## src/rtl/regs_macros.svh

```systemverilog
`ifndef REGS_MACROS_SVH
`define REGS_MACROS_SVH

// Width of pc, dr, ac and the internal bus
`define REG_WIDTH 16

// Clock edges from micro-op strobe to visible result
// Edge N samples the micro-op, edge N+1 updates the registers
`define UOP_LATENCY 2

// Bit positions inside a register mask
`define MASK_PC 0
`define MASK_DR 1
`define MASK_AC 2

// Number of registers covered by a mask
`define MASK_WIDTH 3

`endif
```

## src/rtl/regs_pkg.sv

```systemverilog
`default_nettype none

`include "regs_macros.svh"

package regs_pkg;

   // Register and bus value
   typedef logic [`REG_WIDTH-1:0] word_t;

   // One bit per major register, see MASK_* positions
   typedef logic [`MASK_WIDTH-1:0] reg_mask_t;

   // Internal bus source
   typedef enum logic [2:0] {
      src_none = 3'd0,
      src_pc   = 3'd1,
      src_dr   = 3'd2,
      src_ac   = 3'd3,
      src_ext  = 3'd4
   } bus_src_e;

   // Link operation, one-hot so 2'b11 asks for cll and cpl together
   typedef enum logic [1:0] {
      link_none = 2'b00,
      link_cll  = 2'b01,
      link_cpl  = 2'b10
   } link_op_e;

   // Micro-op word as driven from outside, 44 bits
   typedef struct packed {
      logic [15:0] spare;
      bus_src_e    src;
      reg_mask_t   wr;
      reg_mask_t   inc;
      logic        rol;
      link_op_e    link;
      word_t       ext_data;
   } micro_op_t;

   // Registered per-register strobes out of the decode stage
   typedef struct packed {
      bus_src_e src;
      logic     pc_load;
      logic     pc_inc;
      logic     dr_load;
      logic     dr_inc;
      logic     ac_load;
      logic     ac_inc;
      logic     ac_rol;
      logic     l_clear;
      logic     l_toggle_cpl;
      word_t    ext_data;
   } reg_strobe_t;

endpackage

`default_nettype wire

```

## src/rtl/reg_file_top.sv

```systemverilog
`default_nettype none
`timescale 1ns/10ps

module reg_file_top (
   input  logic                clock,
   input  logic                rst_n,
   input  logic                uop_valid,
   input  regs_pkg::micro_op_t uop,
   output regs_pkg::word_t     pc,
   output regs_pkg::word_t     dr,
   output regs_pkg::word_t     ac,
   output logic                fl,
   output logic                fzero,
   output logic                fneg
);

   // Two stages, `UOP_LATENCY edges from strobe to outputs
   //   edge N    decode registers the strobes
   //   edge N+1  registers and link update
   regs_pkg::reg_strobe_t strobe;
   regs_pkg::word_t       ibus;
   logic                  ac_carry;
   logic                  ac_msb;

   ////////////////////
   // Decode
   ////////////////////

   micro_decoder micro_decoder_inst (
      .clock     (clock),
      .rst_n     (rst_n),
      .uop_valid (uop_valid),
      .uop       (uop),
      .strobe    (strobe)
   );

   ////////////////////
   // Execute
   ////////////////////

   bus_mux bus_mux_inst (
      .strobe (strobe),
      .pc     (pc),
      .dr     (dr),
      .ac     (ac),
      .ibus   (ibus)
   );

   // Program counter
   major_register pc_reg_inst (
      .clock (clock),
      .rst_n (rst_n),
      .load  (strobe.pc_load),
      .inc   (strobe.pc_inc),
      .din   (ibus),
      .q     (pc),
      .carry ()
   );

   // Data register
   major_register dr_reg_inst (
      .clock (clock),
      .rst_n (rst_n),
      .load  (strobe.dr_load),
      .inc   (strobe.dr_inc),
      .din   (ibus),
      .q     (dr),
      .carry ()
   );

   // Accumulator, link feeds the rotate
   reg_ac reg_ac_inst (
      .clock    (clock),
      .rst_n    (rst_n),
      .strobe   (strobe),
      .ibus     (ibus),
      .fl       (fl),
      .ac       (ac),
      .ac_carry (ac_carry),
      .ac_msb   (ac_msb),
      .fzero    (fzero),
      .fneg     (fneg)
   );

   reg_l reg_l_inst (
      .clock    (clock),
      .rst_n    (rst_n),
      .strobe   (strobe),
      .ac_carry (ac_carry),
      .ac_msb   (ac_msb),
      .fl       (fl)
   );

endmodule

`default_nettype wire

```

## src/rtl/reg_l.sv

```systemverilog
`default_nettype none
`timescale 1ns/10ps

module reg_l (
   input  logic                  clock,
   input  logic                  rst_n,
   input  regs_pkg::reg_strobe_t strobe,
   input  logic                  ac_carry,
   input  logic                  ac_msb,
   output logic                  fl
);

   // Toggle from cpl or from the ac increment carry
   logic toggle;

   assign toggle = strobe.l_toggle_cpl | ac_carry;

   ////////////////////
   // Link flip-flop
   ////////////////////

   // JK behavior folded into one priority chain
   //   clear     -> J=0 K=1
   //   rotate    -> J=msb K=~msb
   //   toggle    -> J=1 K=1
   //   otherwise hold
   always_ff @(posedge clock or negedge rst_n) begin
      if (!rst_n) begin
         fl <= 1'b0;
      end else if (strobe.l_clear) begin
         // cll overrides rotate and any carry toggle
         fl <= 1'b0;
      end else if (strobe.ac_rol) begin
         // Bit 15 of the old ac shifts out into the link
         fl <= ac_msb;
      end else if (toggle) begin
         fl <= ~fl;
      end
   end

endmodule

`default_nettype wire

```

## src/rtl/reg_ac.sv

```systemverilog
`default_nettype none
`timescale 1ns/10ps

module reg_ac (
   input  logic                  clock,
   input  logic                  rst_n,
   input  regs_pkg::reg_strobe_t strobe,
   input  regs_pkg::word_t       ibus,
   input  logic                  fl,
   output regs_pkg::word_t       ac,
   output logic                  ac_carry,
   output logic                  ac_msb,
   output logic                  fzero,
   output logic                  fneg
);

   // Load path shared by bus write and rotate
   logic            ac_load;
   regs_pkg::word_t ac_din;
   regs_pkg::word_t ac_rotated;

   // Rotate left through the link
   assign ac_rotated = {ac[$bits(regs_pkg::word_t)-2:0], fl};

   // Decoder keeps load and rotate apart, rotate picks the mux
   assign ac_load = strobe.ac_load | strobe.ac_rol;
   assign ac_din  = strobe.ac_rol ? ac_rotated : ibus;

   major_register #(
      .WIDTH ($bits(regs_pkg::word_t))
   ) ac_reg_inst (
      .clock (clock),
      .rst_n (rst_n),
      .load  (ac_load),
      .inc   (strobe.ac_inc),
      .din   (ac_din),
      .q     (ac),
      .carry ()
   );

   ////////////////////
   // Flags
   ////////////////////

   // Wrap seen before the edge so the link toggles together with ac
   assign ac_carry = strobe.ac_inc & (&ac);

   // Old msb goes to the link on rotate
   assign ac_msb = ac[$bits(regs_pkg::word_t)-1];

   // Zero compare replaces the comparator pair
   assign fzero = (ac == '0);
   assign fneg  = ac[$bits(regs_pkg::word_t)-1];

endmodule

`default_nettype wire

```

## src/rtl/major_register.sv

```systemverilog
`default_nettype none
`timescale 1ns/10ps

`include "regs_macros.svh"

module major_register #(
   parameter int WIDTH = `REG_WIDTH
) (
   input  logic             clock,
   input  logic             rst_n,
   input  logic             load,
   input  logic             inc,
   input  logic [WIDTH-1:0] din,
   output logic [WIDTH-1:0] q,
   output logic             carry
);

   // Increment about to roll over from all ones
   logic wrap;

   assign wrap = inc & ~load & (&q);

   ////////////////////
   // Counter
   ////////////////////

   // Load has priority over count
   // A single adder replaces the counter chain
   always_ff @(posedge clock or negedge rst_n) begin
      if (!rst_n) begin
         q <= '0;
      end else if (load) begin
         q <= din;
      end else if (inc) begin
         q <= q + 1'b1;
      end
   end

   // Carry out, one cycle pulse after the wrap
   always_ff @(posedge clock or negedge rst_n) begin
      if (!rst_n) begin
         carry <= 1'b0;
      end else begin
         carry <= wrap;
      end
   end

endmodule

`default_nettype wire

```

## src/rtl/bus_mux.sv

```systemverilog
`default_nettype none
`timescale 1ns/10ps

module bus_mux (
   input  regs_pkg::reg_strobe_t strobe,
   input  regs_pkg::word_t       pc,
   input  regs_pkg::word_t       dr,
   input  regs_pkg::word_t       ac,
   output regs_pkg::word_t       ibus
);

   // Internal bus as a plain multiplexer
   // Sources are the register values before the next edge, so a
   // micro-op right behind another one reads its results
   always_comb begin
      unique case (strobe.src)
         regs_pkg::src_pc: begin
            ibus = pc;
         end
         regs_pkg::src_dr: begin
            ibus = dr;
         end
         regs_pkg::src_ac: begin
            ibus = ac;
         end
         regs_pkg::src_ext: begin
            // Data latched with the micro-op
            ibus = strobe.ext_data;
         end
         default: begin
            // Idle bus reads as zero, like the pull-downs
            ibus = '0;
         end
      endcase
   end

endmodule

`default_nettype wire

```

## src/rtl/micro_decoder.sv

```systemverilog
`default_nettype none
`timescale 1ns/10ps

`include "regs_macros.svh"

module micro_decoder (
   input  logic                  clock,
   input  logic                  rst_n,
   input  logic                  uop_valid,
   input  regs_pkg::micro_op_t   uop,
   output regs_pkg::reg_strobe_t strobe
);

   regs_pkg::reg_strobe_t strobe_d;

   // Qualified register requests
   logic wr_pc;
   logic wr_dr;
   logic wr_ac;
   logic inc_pc;
   logic inc_dr;
   logic inc_ac;
   logic rol_ac;

   // Link requests, one bit each
   logic cll_req;
   logic cpl_req;

   ////////////////////
   // Expansion
   ////////////////////

   always_comb begin
      // Everything is gated with the strobe
      wr_pc   = uop_valid & uop.wr[`MASK_PC];
      wr_dr   = uop_valid & uop.wr[`MASK_DR];
      wr_ac   = uop_valid & uop.wr[`MASK_AC];
      inc_pc  = uop_valid & uop.inc[`MASK_PC];
      inc_dr  = uop_valid & uop.inc[`MASK_DR];
      inc_ac  = uop_valid & uop.inc[`MASK_AC];
      rol_ac  = uop_valid & uop.rol;
      cll_req = uop_valid & uop.link[0];
      cpl_req = uop_valid & uop.link[1];

      strobe_d.src = uop_valid ? uop.src : regs_pkg::src_none;

      // Write beats increment
      strobe_d.pc_load = wr_pc;
      strobe_d.pc_inc  = inc_pc & ~wr_pc;
      strobe_d.dr_load = wr_dr;
      strobe_d.dr_inc  = inc_dr & ~wr_dr;

      // On ac the order is write, then rotate, then increment
      strobe_d.ac_load = wr_ac;
      strobe_d.ac_rol  = rol_ac & ~wr_ac;
      strobe_d.ac_inc  = inc_ac & ~wr_ac & ~rol_ac;

      // Clear wins over complement on the link
      strobe_d.l_clear      = cll_req;
      strobe_d.l_toggle_cpl = cpl_req & ~cll_req;

      strobe_d.ext_data = uop_valid ? uop.ext_data : '0;
   end

   ////////////////////
   // Decode register
   ////////////////////

   // One cycle, all strobes idle out of reset
   always_ff @(posedge clock or negedge rst_n) begin
      if (!rst_n) begin
         strobe <= '0;
      end else begin
         strobe <= strobe_d;
      end
   end

endmodule

`default_nettype wire

```

## config.mk

```make
export PLATFORM = sky130hd
export DESIGN_NAME = reg_file_top
export DESIGN_NICKNAME = d
export VERILOG_FILES = /design/src/rtl/regs_pkg.sv /design/src/rtl/reg_file_top.sv /design/src/rtl/reg_l.sv /design/src/rtl/reg_ac.sv /design/src/rtl/major_register.sv /design/src/rtl/bus_mux.sv /design/src/rtl/micro_decoder.sv
export VERILOG_INCLUDE_DIRS = /design/src /design/src/rtl
export SDC_FILE = /design/constraint.sdc
export NUM_CORES = 1
export LEC_CHECK = 0
export ABC_AREA = 1
export BUFFER_PORTS_ARGS = -buffer_cell sky130_fd_sc_hd__buf_2
export CAP_MARGIN = 20
export CELL_PAD_IN_SITES_DETAIL_PLACEMENT = 0
export CELL_PAD_IN_SITES_GLOBAL_PLACEMENT = 1
export CORE_AREA = 2 2 122 124
export CTS_CLUSTER_DIAMETER = 100
export DETAILED_ROUTE_END_ITERATION = 6
export DIE_AREA = 0 0 124 126
export GPL_ROUTABILITY_DRIVEN = 0
export PLACE_DENSITY_LB_ADDON = 0.2
export SYNTH_ARGS = -nofsm -noshare
export SYNTH_HDL_FRONTEND = slang
export SYNTH_SLANG_ARGS = --single-unit
```

## constraint.sdc

```tcl
create_clock -name clock -period 1.8 [get_ports clock]
set_input_delay 0.09 -clock clock [delete_from_list [all_inputs] [get_ports clock]]
set_output_delay 0.09 -clock clock [all_outputs]
set_load 0.01 [all_outputs]
```

==> results.py <==
metrics = {
    "run_status": {
        "outcome": "finished, final reports clean",
    },
    "place": {
        "post-dp-hpwl_um": 13150,
        "placed_area_um2": 5672,
        "port_buffers": 81,
    },
    "routing": {
        "wire_per_inst_um": 16.01,
        "dr.pass1.iters": 5,
        "dr.first_iter.drc_count": 448,
        "remaining_drc_errors": 0,
        "routed_wirelength_um": 16920,
        "routed-via-count": 5350,
        "viasPerCell": 5.061,
        "ant_nets": 0,
    },
    "synth": {
        "synthDistinctLibCells": 37,
        "synth_top_area_cell": "dfrtp_1",
        "synthTopCellsByArea": "dfrtp_1 (39%), nand2_1 (16%), nor2_1 (8.0%)",
        "syn-cell-area_um2": 4905,
        "synth_top_area_share_pct": 39.29,
        "postSynthCellCount": 736,
        "synth.ff_latch_count": 77,
        "syn_nets": 787,
        "synth-warning-count": 0,
        "syn_avg_cell_area_um2": 6.664,
        "ys_seq_area_share_pct": 39.29,
    },
    "critical_path": {
        "reg2regPathDepth": 8,
        "crit_chain": "inv_1, ha_1, nand3_1, nor4_2, buf_2",
        "r2r_slack_ps": 180,
        "reg2reg_to": "reg_ac_inst.ac_reg_inst.q[10]",
        "start_kind": "flop",
        "path_buf_inv": 2,
        "worstPathMaxFanout": 6,
        "required_ps": 1710,
        "crit_type": "reg2out",
        "timing.rr.start": "reg_ac_inst.ac_reg_inst.q[0]",
        "end_kind": "output port",
        "path_delay_family": "flip-flops",
        "max_stage_delay_ps": 450,
        "arrival_ps": 1640,
        "cp_slowest_cell": "dfrtp_2",
    },
    "final_layout": {
        "finish.instance_area_um2": 6286,
        "seqCellArea_um2": 1928,
        "num-nets-final": 919,
        "drive_gt1_share_pct": 17.41,
        "area_delta_synth_final_pct": 28.16,
        "diodes": 0,
        "multi_input_area_um2": 2535,
        "nFillCells": 1543,
    },
    "floorplanning": {
        "dieWidth_um": 124,
        "start_util_pct": 34.27,
        "io_pins": 98,
        "die_area_um2": 15620,
        "die_y_um": 126,
        "placement_rows": 44,
        "coreArea_um2": 14310,
    },
    "hold_path": {
        "hold_end": "micro_decoder_inst.strobe[4]",
        "min_path_cells": 3,
        "hold_start": "uop_valid",
        "hold_path_class": "in2reg",
    },
    "sta": {
        "hold_violations": 0,
        "clock_skew_ps": 10.85,
        "rsz0062_at_grt": "no",
        "worstMarginPinSlew_ps": 501.4,
        "relSlewSlack_pct": 66.54,
        "fmax_mhz": 576.4,
        "period_share_pct": 96.38,
        "slew_violations": 0,
        "setup_viol": 0,
        "final.setup.tns_ps": 0,
        "fin_crit_ps": 1735,
    },
    "global_route": {
        "gr-usage-met2_pct": 34.97,
        "antenna_found_initial": 0,
        "overflow": 0,
        "use_met1_pct": 32.09,
        "grt_max_degree": 43,
        "track_usage_pct": 22.40,
        "grt.busiest_layer": "met2",
        "gr-usage-met3_pct": 2.717,
        "grt_pass1_vias": 5083,
        "grt_pass1_wl_um": 26750,
    },
    "cts": {
        "path_clk_slew_ps": 60,
        "tritoncts": "built",
        "clock_sinks": 77,
        "htreeDepth": 3,
        "numCtsBuffers": 9,
        "root_buffer": "clkbuf_16",
        "clk-insertion-delay-late_ps": 350,
        "clk_path_buf_depth": 2,
    },
    "power_and_ir_drop": {
        "ir_drop_mv": 0.4690,
        "sw_frac_of_total_pct": 35.94,
        "pwr-share-seq_pct": 40.4,
        "p_int_mw": 3.619,
        "switchingPower_mw": 2.030,
        "clkPwrFrac_pct": 34.2,
        "p_per_area_nw_per_um2": 898.8,
        "p_leak_nw": 3.224,
        "pwr-share-comb_pct": 25.4,
    },
    "run": {
        "maxCapViolCount": 0,
    },
}
-- stage by stage --
step	util [%]	setup WS (ps)	power, mW	hold slack [ps]	instances
after global placement	39.62	180.9	3.679	71.83	1012
after detailed placement	39.62	135.8	3.691	74.43	1012
after CTS	43.81	4.687	5.658	200.2	1057
after global routing	43.92	5.584	5.962	218.8	1057
final	43.92	65.20	5.650	200.2	1057
after floorplan	-	282.0	3.023	-205.6	736
-- worst min-delay path, cell delays in order --
cell and delay (ps):
buf_2 260, nand2_1 110, inv_1 30
-- power groups by stage --
stage / sequential (mW) / clock (mW) / combinational [mW]
finish: 2.28 / 1.93 / 1.43
global route: 2.32 / 2.03 / 1.61
CTS: 2.28 / 1.95 / 1.43
detailed placement: 2.31 / 0 / 1.38
global placement: 2.30 / 0 / 1.38
floorplan: 2.29 / 0 / 0.732
-- logic make-up (layout without fill, tap and decap cells) --
family	count (synthesis)	count (layout)	share of synthesized area, %
DFF	77	77	39.29
buffers and inverters	110	247	9.260
xor gates and xnor gates	5	5	0.8930
adders and majority gates	4	4	1.020
AOI/OAI and AO/OA	107	107	11.86
and+or+nand+nor	433	433	37.68
-- layout make-up --
class                           instances  area share [%]
Inverter                               90           5.414
Multi-Input combinational cell        549           40.33
Sequential cell                        77           30.67
Tap cell                              184           3.662
Clock buffer                           10           3.802
Timing Repair Buffer                  141           15.01
Clock inverter                          6           1.115
-- Yosys cell counts, drive strengths merged --
cell type and number:
nor3 14, a21oi 43, nor2 111, o22ai 2, xnor2 2, ha 4
dfrtp 77, nand4 28, inv 90, nand2 211, or2 2, o31ai 3
o21bai 1, clkbuf 7, xor2 3, o221ai 1, o211ai 4, a22oi 4
nor4 1, nand3 64, buf 13, a31oi 1, a21boi 1, o21ai 45
nand3b 2, a221oi 1, a211oi 1
-- cells in the final DEF, fill, tap and decap left out, types with 7 or more instances in the layout --
cell and n:
nor3_1 14, buf_2 80, nand4_1 28, inv_1 82
inv_2 7, nor2_2 8, dlygate4sd3_1 29, o21ai_0 29
buf_4 31, nand2_1 210, nor2_1 102, o21ai_1 16
nand3_1 61, a21oi_1 43, clkbuf_16 9, dfrtp_1 76
-- what timing repair did --
item | CTS | global route
hold buffers | 29 | 0
resized for setup | 0 | 7
setup buffers | 0 | 0
endpoints found under the hold margin | 63 | 0
endpoints found under the setup margin | 0 | 4
-- sequential cells by signal, summed over array words and instances (netlist names) --
signal / cells
micro_decoder_inst.strobe: 28
dr_reg_inst.q: 16
pc_reg_inst.q: 16
reg_l_inst.fl: 1
reg_ac_inst.ac_reg_inst.q: 16
-- worst max path at each step --
stage,end,depth (start not counted),from
final,fzero,5,reg_ac_inst.ac_reg_inst.q[1]
after global routing,fzero,5,reg_ac_inst.ac_reg_inst.q[1]
after CTS,fzero,5,reg_ac_inst.ac_reg_inst.q[0]
after detailed placement,dr_reg_inst.q[12],8,dr_reg_inst.q[0]
after global placement,dr_reg_inst.q[12],8,dr_reg_inst.q[0]
after floorplan,dr_reg_inst.q[12],8,dr_reg_inst.q[1]
-- layer usage --
| layer | routed length (um) | share of wire, % | up-vias |
|---|---|---|---|
| li1 | - | - | 2656 |
| met1 | 7875 | 47 | 2474 |
| met2 | 7697 | 45 | 189 |
| met3 | 958 | 5.7 | 31 |
| met4 | 392 | 2.3 | 0 |
| met5 | 0 | 0 | - |
(Power assumes the default switching activity.)
